--- config.mk ---
export PLATFORM = sky130hd
export DESIGN_NAME = lv_ctrl_top
export DESIGN_NICKNAME = d
export VERILOG_FILES = /design/src/source/lv_mode_pkg.sv /design/src/source/lv_sig_pkg.sv /design/src/source/lv_fault_merge.sv /design/src/source/lv_boot_seq.sv /design/src/source/lv_mode_fsm.sv /design/src/source/lv_ctrl_decode.sv /design/src/source/lv_ctrl_top.sv
export SDC_FILE = /design/constraint.sdc
export NUM_CORES = 1
export LEC_CHECK = 0
export ABC_AREA = 0
export BUFFER_PORTS_ARGS = -buffer_cell sky130_fd_sc_hd__buf_2
export CAP_MARGIN = 30
export CORE_UTILIZATION = 35
export CTS_BUF_LIST = sky130_fd_sc_hd__clkbuf_8
export DETAILED_ROUTE_END_ITERATION = 8
export SLEW_MARGIN = 20
export SYNTH_ARGS = -nofsm -noshare
export SYNTH_HDL_FRONTEND = slang
export SYNTH_SLANG_ARGS = --single-unit
--- constraint.sdc ---
create_clock -name i_clk -period 2.99 [get_ports i_clk]
set_input_delay 0.1495 -clock i_clk [delete_from_list [all_inputs] [get_ports i_clk]]
set_output_delay 0.1495 -clock i_clk [all_outputs]
set_load 0.03 [all_outputs]
--- src/source/lv_mode_pkg.sv ---
//====================================================================
// lv mode package
// operating modes of the low-voltage die controller
//====================================================================
package lv_mode_pkg;

    localparam int LV_ST_W = 4;  // mode register width

    //====================================================================
    // operating modes
    //====================================================================
    typedef enum logic [LV_ST_W-1:0] {
        ST_POWER_DOWN   = 4'd0,  // supply off, everything disabled
        ST_WAIT         = 4'd1,  // woken up, efuse load in flight
        ST_TEST         = 4'd2,  // trim and test access
        ST_NORMAL       = 4'd3,  // pwm running
        ST_FAILSAFE     = 4'd4,
        ST_OW_COMM_ERR  = 4'd5,  // one-wire protocol or crc error
        ST_OW_WDG_FAULT = 4'd6,  // one-wire link lost
        ST_FAULT        = 4'd7,  // analog or system fault
        ST_CFG          = 4'd8   // register configuration
    } lv_state_e;

endpackage

--- src/source/lv_sig_pkg.sv ---
//====================================================================
// lv signal package
// command, fault and block-enable bundles of the mode controller
//====================================================================
package lv_sig_pkg;

    // commands from the register block, msb first
    typedef struct packed {
        logic power_on;
        logic test_mode;
        logic efuse_vld;   // efuse data already in registers
        logic efuse_done;
        logic fsenb_n;     // failsafe request, active low
        logic normal_en;
        logic cfg_en;
        logic sft_rst;
    } lv_cmd_t;

    // raw fault flags
    typedef struct packed {
        logic ow_com;      // one-wire protocol or crc error
        logic ow_wdg;      // one-wire ack lost
        logic spi;
        logic crc_wdg;     // config register crc scan failed
        logic lv_pwm_dt;   // dead time
        logic lv_pwm_mm;   // pwm mismatch
        logic lv_vsup_uv;
        logic lv_vsup_ov;
        logic hv_vcc_uv;
        logic hv_vcc_ov;
        logic hv_ot;
        logic hv_oc;
        logic hv_desat;
        logic hv_scp;      // short circuit
    } lv_fault_t;

    // grouped faults seen by the state machine and the decoder
    typedef struct packed {
        logic ow_com;
        logic ow_wdg;
        logic sys_err;
        logic lvhv_any;
        logic lvhv_hard;
        logic all_err;
    } lv_fault_sum_t;

    // registered block enables, int_n active low
    typedef struct packed {
        logic pwm;
        logic crc_wdg;
        logic ow_wdg;
        logic spi;
        logic cfg;
        logic ow_comm;
        logic fsafe;
        logic int_n;
    } lv_ctrl_t;

endpackage

--- src/source/lv_fault_merge.sv ---
//====================================================================
// lv fault merge
// folds the fourteen fault flags into the summary groups
//====================================================================
`timescale 1ns/1ps

module lv_fault_merge (
    input  lv_sig_pkg::lv_fault_t     i_fault,
    output lv_sig_pkg::lv_fault_sum_t o_sum
);

    logic lv_any;   // low-voltage side analog flags
    logic hv_any;   // high-voltage side analog flags
    logic sup_err;  // supply out of range on either side

    assign lv_any  = i_fault.lv_pwm_dt | i_fault.lv_pwm_mm |
                     i_fault.lv_vsup_uv | i_fault.lv_vsup_ov;
    assign hv_any  = i_fault.hv_vcc_uv | i_fault.hv_vcc_ov | i_fault.hv_ot |
                     i_fault.hv_oc | i_fault.hv_desat | i_fault.hv_scp;
    assign sup_err = i_fault.lv_vsup_uv | i_fault.lv_vsup_ov |
                     i_fault.hv_vcc_uv | i_fault.hv_vcc_ov;

    always_comb begin
        o_sum.ow_com    = i_fault.ow_com;
        o_sum.ow_wdg    = i_fault.ow_wdg;
        o_sum.sys_err   = i_fault.spi | i_fault.crc_wdg;
        o_sum.lvhv_any  = lv_any | hv_any;
        // oc and pwm timing errors are left out, failsafe rides those
        o_sum.lvhv_hard = sup_err | i_fault.hv_ot | i_fault.hv_desat | i_fault.hv_scp;
        o_sum.all_err   = i_fault.ow_com | i_fault.ow_wdg | o_sum.sys_err | o_sum.lvhv_any;
    end

endmodule

--- src/source/lv_boot_seq.sv ---
//====================================================================
// lv boot sequencer
// efuse load strobe on wake, sticky load-done lock
//====================================================================
`timescale 1ns/1ps

module lv_boot_seq (
    input  logic i_clk,
    input  logic i_rst_n,
    input  logic i_wake,             // one cycle, power-down to wait
    input  logic i_efuse_vld,        // registers already hold efuse data
    input  logic i_efuse_load_done,  // pulse or level from efuse block
    output logic o_efuse_load_en,
    output logic o_load_done_lock
);

    logic load_req;

    assign load_req = i_wake & ~i_efuse_vld;  // reload only when data missing

    //====================================================================
    // load strobe
    //====================================================================
    always_ff @(posedge i_clk or negedge i_rst_n) begin
        if (!i_rst_n) begin
            o_efuse_load_en <= 1'b0;
        end else begin
            o_efuse_load_en <= load_req;  // single cycle, wake is single cycle
        end
    end

    //====================================================================
    // done lock
    //====================================================================
    // every wake starts a new boot, so it wins over a late done
    always_ff @(posedge i_clk or negedge i_rst_n) begin
        if (!i_rst_n) begin
            o_load_done_lock <= 1'b0;
        end else if (i_wake) begin
            o_load_done_lock <= 1'b0;
        end else if (i_efuse_load_done) begin
            o_load_done_lock <= 1'b1;
        end
    end

endmodule

--- src/source/lv_mode_fsm.sv ---
//====================================================================
// lv mode fsm
// picks the operating mode from commands, fault groups and boot status
//====================================================================
`timescale 1ns/1ps

module lv_mode_fsm (
    input  logic                      i_clk,
    input  logic                      i_rst_n,
    input  lv_sig_pkg::lv_cmd_t       i_cmd,
    input  lv_sig_pkg::lv_fault_sum_t i_sum,
    input  logic                      i_load_done_lock,
    output lv_mode_pkg::lv_state_e    o_state,
    output logic                      o_wake
);

    import lv_mode_pkg::*;

    lv_state_e state_d;
    logic      ow_err;    // any one-wire problem
    logic      fs_req;    // failsafe requested
    logic      boot_test; // efuse loaded but not yet programmed

    assign ow_err    = i_sum.ow_com | i_sum.ow_wdg;
    assign fs_req    = ~i_cmd.fsenb_n;
    assign boot_test = i_load_done_lock & ~i_cmd.efuse_vld & ~i_cmd.efuse_done;

    // leaving power-down, lasts exactly one cycle
    assign o_wake = (o_state == ST_POWER_DOWN) & i_cmd.power_on;

    //====================================================================
    // mode register
    //====================================================================
    always_ff @(posedge i_clk or negedge i_rst_n) begin
        if (!i_rst_n) begin
            o_state <= ST_POWER_DOWN;
        end else begin
            o_state <= state_d;
        end
    end

    //====================================================================
    // next mode
    //====================================================================
    always_comb begin
        state_d = o_state;  // hold unless a condition fires
        if (!i_cmd.power_on) begin
            state_d = ST_POWER_DOWN;  // power loss beats everything
        end else begin
            case (o_state)
                ST_POWER_DOWN: begin
                    state_d = ST_WAIT;
                end
                ST_WAIT: begin
                    if (boot_test || i_cmd.test_mode) begin
                        state_d = ST_TEST;
                    end else if (!ow_err && fs_req) begin
                        state_d = ST_FAILSAFE;
                    end else if (!ow_err && i_cmd.normal_en) begin
                        state_d = ST_NORMAL;
                    end
                end
                ST_TEST: begin
                    if (!i_cmd.test_mode && i_cmd.efuse_vld && i_cmd.efuse_done) begin
                        state_d = ST_WAIT;
                    end
                end
                ST_NORMAL: begin
                    if (i_sum.ow_wdg) begin
                        state_d = ST_OW_WDG_FAULT;
                    end else if (i_sum.ow_com) begin
                        state_d = ST_OW_COMM_ERR;
                    end else if (i_cmd.cfg_en) begin
                        state_d = ST_CFG;
                    end else if (fs_req) begin
                        state_d = ST_FAILSAFE;
                    end else if (i_sum.sys_err || i_sum.lvhv_any) begin
                        state_d = ST_FAULT;
                    end
                end
                ST_FAILSAFE: begin
                    if (ow_err) begin
                        state_d = ST_WAIT;  // link gone, back to boot wait
                    end else if (i_sum.lvhv_hard) begin
                        state_d = ST_FAULT;
                    end else if (!fs_req) begin
                        state_d = ST_NORMAL;
                    end
                end
                ST_OW_COMM_ERR: begin
                    if (i_cmd.sft_rst || !i_sum.ow_com) begin
                        state_d = ST_NORMAL;
                    end
                end
                ST_OW_WDG_FAULT: begin
                    if (i_cmd.sft_rst || !i_sum.ow_wdg) begin
                        state_d = ST_NORMAL;
                    end
                end
                ST_FAULT: begin
                    if (i_cmd.cfg_en) begin
                        state_d = ST_CFG;
                    end else if (!i_sum.lvhv_any && fs_req) begin
                        state_d = ST_FAILSAFE;
                    end
                end
                ST_CFG: begin
                    if (!i_sum.all_err && !i_cmd.cfg_en) begin
                        state_d = fs_req ? ST_FAILSAFE : ST_NORMAL;
                    end
                end
                default: begin
                    state_d = ST_POWER_DOWN;  // unused codes
                end
            endcase
        end
    end

endmodule

--- src/source/lv_ctrl_decode.sv ---
//====================================================================
// lv control decode
// registered block enables and interrupt per operating mode
//====================================================================
`timescale 1ns/1ps

module lv_ctrl_decode (
    input  logic                   i_clk,
    input  logic                   i_rst_n,
    input  lv_mode_pkg::lv_state_e i_state,
    input  logic                   i_all_err,
    output lv_sig_pkg::lv_ctrl_t   o_ctrl
);

    import lv_mode_pkg::*;
    import lv_sig_pkg::*;

    // all blocks off, no interrupt
    localparam lv_ctrl_t CTRL_OFF = '{int_n: 1'b1, default: 1'b0};

    lv_ctrl_t ctrl_d;

    //====================================================================
    // enables per mode
    //====================================================================
    always_comb begin
        ctrl_d         = CTRL_OFF;
        ctrl_d.spi     = 1'b1;  // host access stays up once awake
        ctrl_d.ow_comm = 1'b1;
        case (i_state)
            ST_POWER_DOWN: begin
                ctrl_d = CTRL_OFF;
            end
            ST_WAIT: begin
                ctrl_d.int_n = 1'b0;
            end
            ST_TEST: begin
                ctrl_d.cfg = 1'b1;
            end
            ST_NORMAL: begin
                ctrl_d.pwm     = 1'b1;
                ctrl_d.crc_wdg = 1'b1;
                ctrl_d.ow_wdg  = 1'b1;
            end
            ST_FAILSAFE: begin
                ctrl_d.crc_wdg = 1'b1;
                ctrl_d.ow_wdg  = 1'b1;
                ctrl_d.fsafe   = 1'b1;
            end
            ST_OW_COMM_ERR: begin
                ctrl_d.crc_wdg = 1'b1;
                ctrl_d.ow_wdg  = 1'b1;
                ctrl_d.int_n   = 1'b0;
            end
            ST_OW_WDG_FAULT: begin
                ctrl_d.pwm   = o_ctrl.pwm;  // keep switching as before
                ctrl_d.int_n = 1'b0;
            end
            ST_FAULT: begin
                ctrl_d.pwm     = o_ctrl.pwm;
                ctrl_d.crc_wdg = 1'b1;
                ctrl_d.ow_wdg  = 1'b1;
                ctrl_d.int_n   = 1'b0;
            end
            ST_CFG: begin
                ctrl_d.cfg   = 1'b1;
                ctrl_d.int_n = ~i_all_err;  // flag faults still open
            end
            default: begin
                ctrl_d = CTRL_OFF;
            end
        endcase
    end

    always_ff @(posedge i_clk or negedge i_rst_n) begin
        if (!i_rst_n) begin
            o_ctrl <= CTRL_OFF;
        end else begin
            o_ctrl <= ctrl_d;
        end
    end

endmodule

--- src/source/lv_ctrl_top.sv ---
//====================================================================
// lv controller top
// fault merge and boot sequencer feeding the mode fsm and decoder
//====================================================================
`timescale 1ns/1ps

module lv_ctrl_top (
    input  logic                   i_clk,
    input  logic                   i_rst_n,
    input  lv_sig_pkg::lv_cmd_t    i_cmd,
    input  lv_sig_pkg::lv_fault_t  i_fault,
    input  logic                   i_efuse_load_done,
    output lv_mode_pkg::lv_state_e o_state,
    output lv_sig_pkg::lv_ctrl_t   o_ctrl,
    output logic                   o_efuse_load_en
);

    import lv_sig_pkg::*;

    lv_fault_sum_t fault_sum;
    logic          wake;            // power-down exit
    logic          load_done_lock;

    lv_fault_merge u_fault_merge (
        .i_fault (i_fault),
        .o_sum   (fault_sum)
    );

    lv_boot_seq u_boot_seq (
        .i_clk             (i_clk),
        .i_rst_n           (i_rst_n),
        .i_wake            (wake),
        .i_efuse_vld       (i_cmd.efuse_vld),
        .i_efuse_load_done (i_efuse_load_done),
        .o_efuse_load_en   (o_efuse_load_en),
        .o_load_done_lock  (load_done_lock)
    );

    lv_mode_fsm u_mode_fsm (
        .i_clk            (i_clk),
        .i_rst_n          (i_rst_n),
        .i_cmd            (i_cmd),
        .i_sum            (fault_sum),
        .i_load_done_lock (load_done_lock),
        .o_state          (o_state),
        .o_wake           (wake)
    );

    lv_ctrl_decode u_ctrl_decode (
        .i_clk     (i_clk),
        .i_rst_n   (i_rst_n),
        .i_state   (o_state),
        .i_all_err (fault_sum.all_err),
        .o_ctrl    (o_ctrl)
    );

endmodule

==> results of run 1 <==
-- metrics by stage --
| step | total power [mW] | hold slack (ps) | setup WS (ps) | util | area, µm² |
|---|---|---|---|---|---|
| floorplan | 0.602 | -146 | 951 | - | 865 |
| global placement | 0.689 | 48.2 | 969 | 0.462 | 1050 |
| detailed placement | 0.698 | 45.5 | 887 | 0.462 | 1050 |
| CTS | 0.880 | 80.9 | 879 | 0.490 | 1120 |
| global route | 0.935 | 93.9 | 696 | 0.490 | 1120 |
| finish | 0.875 | 84.9 | 876 | 0.490 | 1120 |
-- worst register-to-register path, stage by stage, from the launching register on --
cell       delay, ps
dfrtp_1          570
or4b_1           630
a211o_1          340
o2111ai_2        190
nor4b_2          110
mux2i_1          140
-- power by group --
part           switching [mW]  internal, mW  total (mW)
Combinational           0.241         0.159       0.400
Sequential             0.0810         0.216       0.297
Clock                  0.0616         0.116       0.178
-- cell families after synthesis --
group	after synthesis
multiplexers	4
AND/OR/NAND/NOR	40
flip-flops	12
buffers and inverters	12
AO/OA/AOI/OAI	28
XOR/XNOR	2
-- flip-flops by register name, summed over array words and instances (netlist names) --
signal and count:
u_boot_seq.o_load_done_lock 1, u_boot_seq.o_efuse_load_en 1, u_ctrl_decode.o_ctrl 6, u_mode_fsm.o_state 4
-- repair_timing --
action / CTS / global route
endpoints found under the hold margin: 11 / 0
endpoints found under the setup margin: 0 / 0
hold buffers: 1 / 0
buffers inserted: 0 / 0
resized for setup: 0 / 0
-- per-layer routing --
layer / wire length [µm] / part of all wire
met1: 1030 / 0.44
met5: 0 / 0
met4: 43 / 0.018
met2: 1090 / 0.47
met3: 163 / 0.070
-- final timing paths --
check                                                 start                          end  slack [ps]  cells past startpoint
worst max-delay path                  u_mode_fsm.o_state[2]        u_mode_fsm.o_state[0]         880                      5
worst min-delay path                               i_cmd[5]   u_boot_seq.o_efuse_load_en          80                      2
worst max register to register        u_mode_fsm.o_state[2]        u_mode_fsm.o_state[0]         880                      5
worst min register to register  u_boot_seq.o_load_done_lock  u_boot_seq.o_load_done_lock         530                      1
max in group asynchronous                           i_rst_n      u_ctrl_decode.o_ctrl[0]        2400                      2
min in group asynchronous                           i_rst_n      u_ctrl_decode.o_ctrl[4]         320                      2
-- cells in the mapped netlist (2+ instances only) --
library cell and instances:
nor4b_1 2, inv_1 4, clkbuf_1 3, nand2_1 8, o31ai_1 3, nand4_1 2, dfrtp_1 11, nor4bb_1 2
buf_4 2, nor2_1 6, buf_2 3, o21ai_1 2, and3b_1 2, o21a_1 3, mux2i_1 4, o21ai_0 3
nor3_1 5, nor4_1 2, nand2b_1 2, a21oi_1 7, nor2b_1 2
-- cell type report --
cell class | instances | share of cell area
multi-input combinational | 74 | 0.454
tap | 28 | 0.0314
timing repair buffer | 39 | 0.182
inverter | 4 | 0.0135
sequential | 12 | 0.270
clock buffer | 4 | 0.0493
==> flow_summary.yaml, run 1 <==
worst_setup_path:
  critPathArrivalTime_ps: 2220
  crit_chain: "or4b_1, a211o_1, o2111ai_2, nor4b_2, mux2i_1"
  required_ps: 3090
  critical_path.endpoint_type: "register"
  critPathMaxStageDelay_ps: 620
  path_max_fanout: 19
  worstSetupStartpointType: "register"
  crit_family: "simple AND/OR/NAND/NOR gates"
  critPathBufInv: 0
  crit_type: "reg2reg"
  crit_slowest_cell: "or4b_1"
clock_network:
  clkTransAtPathRegs_ps: 50
  clockBufferDepth: 2
  cts_made_buffers: 3
  root_buffer: "clkbuf_8"
  clock-sinks: 12
  h-tree-depth: 1
  cts_tree: "built"
  clkLatencyLatePin_ps: 240
die:
  core_area_um2: 2280
  fp.dieW_um: 51.7
  start_util: 0.380
  design.die.area_um2: 2670
  die_h_um: 51.7
  rows: 17
  io_pins: 38
detailed_routing:
  drt_iter0_markers: 36
  antenna_left: 0
  vias: 943
  drtPass1Iterations: 4
  routed_wirelength_um: 2330
  drcViolationCount: 0
  via_per_inst: 5.86
  wire_per_inst_um: 14.5
synthesis:
  yosysSeqAreaShare: 0.349
  yosys-mux-area-fraction: 0.0463
  synth-simple-area-share: 0.285
  async_flop_share: 1.00
  synth_adder_area_share: 0
  syn_area_um2: 865
  synth_compound_area_frac: 0.234
  synth_flop_cell: "dfrtp_1"
  synth_area_leader_cell: "dfrtp_1"
  synth_area_per_cell_um2: 8.82
  synth_xor_area_frac: 0.0203
  yosysUniqueCellTypes: 41
  synth_edf_count: 0
  yosys_warnings: 0
  synth_top_family_by_area: "simple AND/OR/NAND/NOR gates"
  synth.net_count: 123
  synth_cells: 98
  ys_seq_elements: 12
  yosys-top-cells-area: "dfrtp_1 32%, mux2i_1 4.6%, a21oi_1 4.1%, nand2_1 3.5%, dfstp_2 3.0%"
  synth_top_area_share: 0.318
layout:
  layout_commonest_cell: "buf_2"
  multi_input_area_um2: 507
  drive_gt1_frac: 0.346
  final_cell_mix: "37 x buf_2, 11 x dfrtp_1, 8 x nand2_1"
  fillerInstances: 216
  layout.cells.non_filler: 161
  num_antenna_cells: 0
  fin_nets: 159
  register_area_um2: 302
  syn2layout_area_growth_pct: 29.1
outcome:
  status: "completed"
min_path:
  worstHoldPathType: "in2reg"
sta:
  period_needed_ps: 2110
  slew_viol_final: 0
  hold_violations: 0
  fin_crit_sh: 0.707
  clock_skew_ps: 2.12
  slew_headroom: 0.526
  tns_ps: 0
  setup_viol: 0
  tightest_slew_ps: 701
  clock.fmax_mhz: 473
  rsz0062_at_grt: "false"
grt:
  top_usage_layer: "met2"
  grt_pass1_wl_um: 3770
  overflow: 0
  met2_usage: 0.277
  grt.met3_usage: 0.0292
  grt_max_degree: 20
  gr-usage-met1: 0.270
  antenna_found_initial: 0
  grt_pass1_vias: 805
  grtUsageTotal: 0.189
placed_design:
  hpwl_um: 1800
  portBuffers: 37
  dp.cells: 156
  gp_congestion: 0.894
run:
  cap_violations: 0
power:
  p_leak_nw: 0.541
  p_per_area_nw_per_um2: 784
  peakVddDrop_v: 0.000545
Power figures use the tool's default switching activity.
==> run 2, diff against run 1 <==
Clock period 2.99 ns to 1.7 ns, I/O delays scaled along.
==> run 2 against run 1 <==
The run now ends with setup timing left. Clock skew about the same. Combinational power rose to 2.5 times the previous value. Final area grew 21%. Clock power rose by 83%. Largest cell class unchanged. Fmax increased by 13%.
==> flow_summary.yaml, run 2 (synthesis results as in run 1) <==
grt:
  antenna_found_initial: 0
  overflow: 0
  grtUsageTotal: 0.240
  grt_pass1_vias: 951
  grt_max_degree: 14
  grt_pass1_wl_um: 4630
sta:
  slew_viol_final: 0
  setup_slack_ps: -176
  tightest_slew_ps: 522
  period_needed_ps: 1880
  hold_violations: 0
  rsz0062_at_grt: "true"
  slew_headroom: 0.647
  clock.fmax_mhz: 533
  clock_skew_ps: 1.95
  tns_ps: -519
  fin_crit_sh: 1.10
  setup_viol: 3
  whs_ps: 16.7
die:
  core_area_um2: 2280
  start_util: 0.380
  design.die.area_um2: 2670
  fp.dieW_um: 51.7
  io_pins: 38
  die_h_um: 51.7
  rows: 17
detailed_routing:
  top_layer: "met4"
  drcViolationCount: 0
  wl_met2_um: 1490
  drt_iter0_markers: 32
  antenna_left: 0
  met1_length_um: 1220
  wire_per_inst_um: 16.0
  via_per_inst: 5.74
  drtPass1Iterations: 4
  vias: 1074
  routed_wirelength_um: 2990
  wl_met3_um: 174
clock_network:
  root_buffer: "clkbuf_8"
  h-tree-depth: 1
  cts_made_buffers: 3
  clockBufferDepth: 2
  clkLatencyLatePin_ps: 240
  cts_tree: "built"
  clock-sinks: 12
  clkTransAtPathRegs_ps: 60
layout:
  fin_nets: 185
  num_antenna_cells: 0
  final_cell_mix: "37 x buf_2, 27 x buf_4, 8 x nand2_1, 8 x dfrtp_1, 7 x a21oi_1"
  syn2layout_area_growth_pct: 56.6
  top_register: "u_ctrl_decode.o_ctrl"
  largest_reg_flops: 6
  layout.cells.non_filler: 187
  layout_commonest_cell: "buf_2"
  drive_gt1_frac: 0.497
  top_regs: "u_ctrl_decode.o_ctrl: 6 flops, u_mode_fsm.o_state: 4 flops"
worst_setup_path:
  path_max_fanout: 8
  cpMostUsedCell: "buf_4"
  timing.rr.end: "u_mode_fsm.o_state[1]"
  crit_chain: "buf_4, nor4b_1, buf_4, nand2b_1, a21oi_1, o31ai_2, mux2i_1"
  r2r-start: "u_mode_fsm.o_state[1]"
  crit_slowest_cell: "nor4b_1"
  r2r_cells: 7
  crit_type: "reg2reg"
  required_ps: 1860
  critical_path.endpoint_type: "register"
  worstSetupStartpointType: "register"
  worst-r2r-setup-slack_ps: -180
  critPathMaxStageDelay_ps: 490
  critPathArrivalTime_ps: 2040
placed_design:
  dp.cells: 181
  gp_congestion: 0.958
  preCtsSetupSlack_ps: -189
  hpwl_um: 2220
  portBuffers: 37
outcome:
  status: "complete, but fails checks"
  violations: "setup timing"
power:
  totalPowerFinal_mw: 1.80
  peakVddDrop_v: 0.000795
  p_per_area_nw_per_um2: 1330
  p_leak_nw: 0.682
min_path:
  holdPathStages: 2
  holdPathEnd: "u_boot_seq.o_efuse_load_en"
  worstHoldPathType: "in2reg"
  hp-start: "i_cmd[5]"
run:
  cap_violations: 0
run 2: cell count changes in the layout (fill, tap and decap cells not counted), sizes merged:
cell | before | now
buf | 38 | 64
run 2: power breakdown:
part | internal (mW) | total, mW | switching, mW | leakage, nW
Sequential | 0.386 | 0.463 | 0.0765 | 0.152
Combinational | 0.443 | 1.01 | 0.570 | 0.501
Clock | 0.205 | 0.326 | 0.121 | 0.0288
run 2: layout make-up:
type,count,area (µm²)
Clock buffer,4,55.1
Inverter,4,15.0
Timing Repair Buffer,65,398
Fill cell,210,922
Multi-Input combinational cell,74,546
Tap cell,28,35.0
Sequential cell,12,305
run 2: metal layers:
metal  vias up  global-route usage
met5         -                   0
met4         0               0.131
met3        10             0.00877
met2        52               0.400
met1       516               0.311
li1        496                   -
run 2: repair_timing:
item | CTS | global route
hold buffers | 1 | 0
gates resized for setup | 5 | 4
setup buffers | 1 | 0
setup endpoints to repair | 4 | 4
hold endpoints to repair | 12 | 0
run 2: worst max-delay path, delay by kind of cell, from the launching register on:
kind	cells	cell delay (ps)
and+or+nand+nor	2	540
muxes	1	140
buffers and inverters	2	370
DFF	1	460
AOI/OAI and AO/OA	2	280
run 2: per-stage QoR:
step / utilization / area (µm²)
floorplan: - / 867
global placement: 0.545 / 1240
detailed placement: 0.545 / 1240
CTS: 0.586 / 1330
global route: 0.595 / 1350
finish: 0.595 / 1350
run 2: how the worst max path moves through the flow:
stage,startpoint,end,depth (start not counted)
floorplan,u_mode_fsm.o_state[2],u_mode_fsm.o_state[2],6
global placement,u_mode_fsm.o_state[1],u_mode_fsm.o_state[2],5
detailed placement,u_mode_fsm.o_state[0],u_mode_fsm.o_state[2],6
CTS,u_mode_fsm.o_state[1],u_mode_fsm.o_state[1],5
global route,u_mode_fsm.o_state[3],u_mode_fsm.o_state[1],7
finish,u_mode_fsm.o_state[1],u_mode_fsm.o_state[1],7
==> run 3, diff against run 2 <==
Clock period 1.7 ns to 1.9 ns, I/O delays scaled along.
==> run 3 against run 2 <==
The run now ends clean. Wire length decreased by 12%. Clock skew decreased by 0.95 ps. Setup slack improved by 210 ps. Cell count decreased by 5.3%. Total power decreased by 16%. Clock-buffer cell count unchanged. Critical path type unchanged. Critical path depth decreased by 2.
==> flow_summary.yaml, run 3 (synthesis results as in run 1) <==
sta:
  whs_ps: 19.8
  setup_viol: 0
  fin_crit_sh: 0.983
  clock_skew_ps: 0.995
  period_needed_ps: 1870
  setup_slack_ps: 32.1
  hold_violations: 0
  rsz0062_at_grt: "true"
  slew_headroom: 0.701
  clock.fmax_mhz: 535
  tightest_slew_ps: 444
  slew_viol_final: 0
detailed_routing:
  via_per_inst: 5.59
  wire_per_inst_um: 14.8
  routed_wirelength_um: 2630
  vias: 990
  antenna_left: 0
  drcViolationCount: 0
  drt_iter0_markers: 36
  drtPass1Iterations: 4
run:
  cap_violations: 0
worst_setup_path:
  critical_path.endpoint_type: "register"
  required_ps: 2020
  crit_type: "reg2reg"
  path_max_fanout: 3
  critPathArrivalTime_ps: 1990
  startpoint: "u_mode_fsm.o_state[3]"
  r2r-start: "u_mode_fsm.o_state[3]"
  worstSetupStartpointType: "register"
die:
  die_h_um: 51.7
  design.die.area_um2: 2670
  fp.dieW_um: 51.7
  rows: 17
  start_util: 0.380
  core_area_um2: 2280
  io_pins: 38
min_path:
  worstHoldPathType: "in2reg"
  hp-start: "i_cmd[5]"
layout:
  final_cell_mix: "37 x buf_2, 17 x buf_4, 10 x dfrtp_1"
  layout_commonest_cell: "buf_2"
  largest_reg_flops: 6
  top_register: "u_ctrl_decode.o_ctrl"
  num_antenna_cells: 0
  top_regs: "u_ctrl_decode.o_ctrl: 6 flops, u_mode_fsm.o_state: 4 flops"
  fillerInstances: 198
  drive_gt1_frac: 0.456
  syn2layout_area_growth_pct: 48.3
  fin_nets: 175
grt:
  overflow: 0
  grt_pass1_wl_um: 4350
  grt_pass1_vias: 921
  grtUsageTotal: 0.221
  antenna_found_initial: 0
  grt_max_degree: 19
power:
  p_sw_mw: 0.655
  peakVddDrop_v: 0.000844
  power.internal_mw: 0.867
  totalPowerFinal_mw: 1.52
  combPwrFrac: 0.558
  clock_power_share: 0.191
  p_leak_nw: 0.639
  p_per_area_nw_per_um2: 1190
  swShare: 0.430
  seqPwrFrac: 0.251
placed_design:
  preCtsSetupSlack_ps: -20.8
  hpwl_um: 2020
  gp_congestion: 0.900
  portBuffers: 37
clock_network:
  clkTransAtPathRegs_ps: 60
  clock-sinks: 12
  root_buffer: "clkbuf_8"
  cts_made_buffers: 3
  clkLatencyLatePin_ps: 250
  cts_tree: "built"
  h-tree-depth: 1
  clockBufferDepth: 2
outcome:
  status: "completed"
[run 3: cell types whose count changed in the layout (fill, tap and decap cells not counted), sizes merged]
cell | before | now
buf | 64 | 54
[run 3: stage by stage]
stage / util / std cells / cell area [µm²] / TNS (ps)
global route: 0.563 / 177 / 1280 / -28.0
CTS: 0.551 / 177 / 1250 / -4.14
detailed placement: 0.518 / 173 / 1180 / -29.5
global placement: 0.518 / 173 / 1180 / -6.55
floorplan: - / 98 / 867 / -176
finish: 0.563 / 177 / 1280 / 0
[run 3: power by group through the flow]
stage | logic, mW | registers (mW) | clock network [mW]
CTS | 0.823 | 0.383 | 0.294
global route | 0.903 | 0.393 | 0.304
floorplan | 0.422 | 0.528 | 0
detailed placement | 0.815 | 0.387 | 0
finish | 0.849 | 0.382 | 0.290
global placement | 0.814 | 0.382 | 0
[run 3: path summary, 6_finish.rpt]
path / endpoint / slack (ps) / cells after the start
hold / removal: u_boot_seq.o_efuse_load_en / 20 / 2
setup / recovery: u_mode_fsm.o_state[0] / 30 / 5
max in group asynchronous: u_ctrl_decode.o_ctrl[0] / 1370 / 2
min in group asynchronous: u_ctrl_decode.o_ctrl[6] / 260 / 2
setup reg to reg: u_mode_fsm.o_state[0] / 30 / 5
hold reg to reg: u_boot_seq.o_load_done_lock / 530 / 1
[run 3: worst max-delay path, stage by stage (launching register included)]
cell and delay [ps]:
dfrtp_1 410, or4b_4 540, a211o_1 300, o2111ai_2 260
nor4b_4 90, mux2i_1 140
[run 3: routing by layer]
metal | wire length [µm] | track usage | part of all wire | vias to the layer above
met3 | 159 | 0.0205 | 0.061 | 2
met4 | 27 | 0.113 | 0.010 | 0
met1 | 1150 | 0.295 | 0.44 | 462
li1 | - | - | - | 472
met5 | 0 | 0 | 0 | -
met2 | 1290 | 0.353 | 0.49 | 54
[run 3: area by class of cell]
type | instances | area (µm²) | share of cell area
multi-input cells | 74 | 552 | 0.430
well taps | 28 | 35.0 | 0.0273
repair buffers | 55 | 323 | 0.252
clock buffers | 4 | 55.1 | 0.0429
flip-flops and latches | 12 | 303 | 0.236
inverters | 4 | 15.0 | 0.0117
[run 3: repair_timing]
| item | CTS | global route |
|---|---|---|
| endpoints found under the hold margin | 12 | 0 |
| hold buffers | 1 | 0 |
| gates resized for setup | 3 | 4 |
| pin swaps | 5 | 2 |
| setup endpoints to repair | 3 | 3 |
| buffers inserted | 0 | 0 |
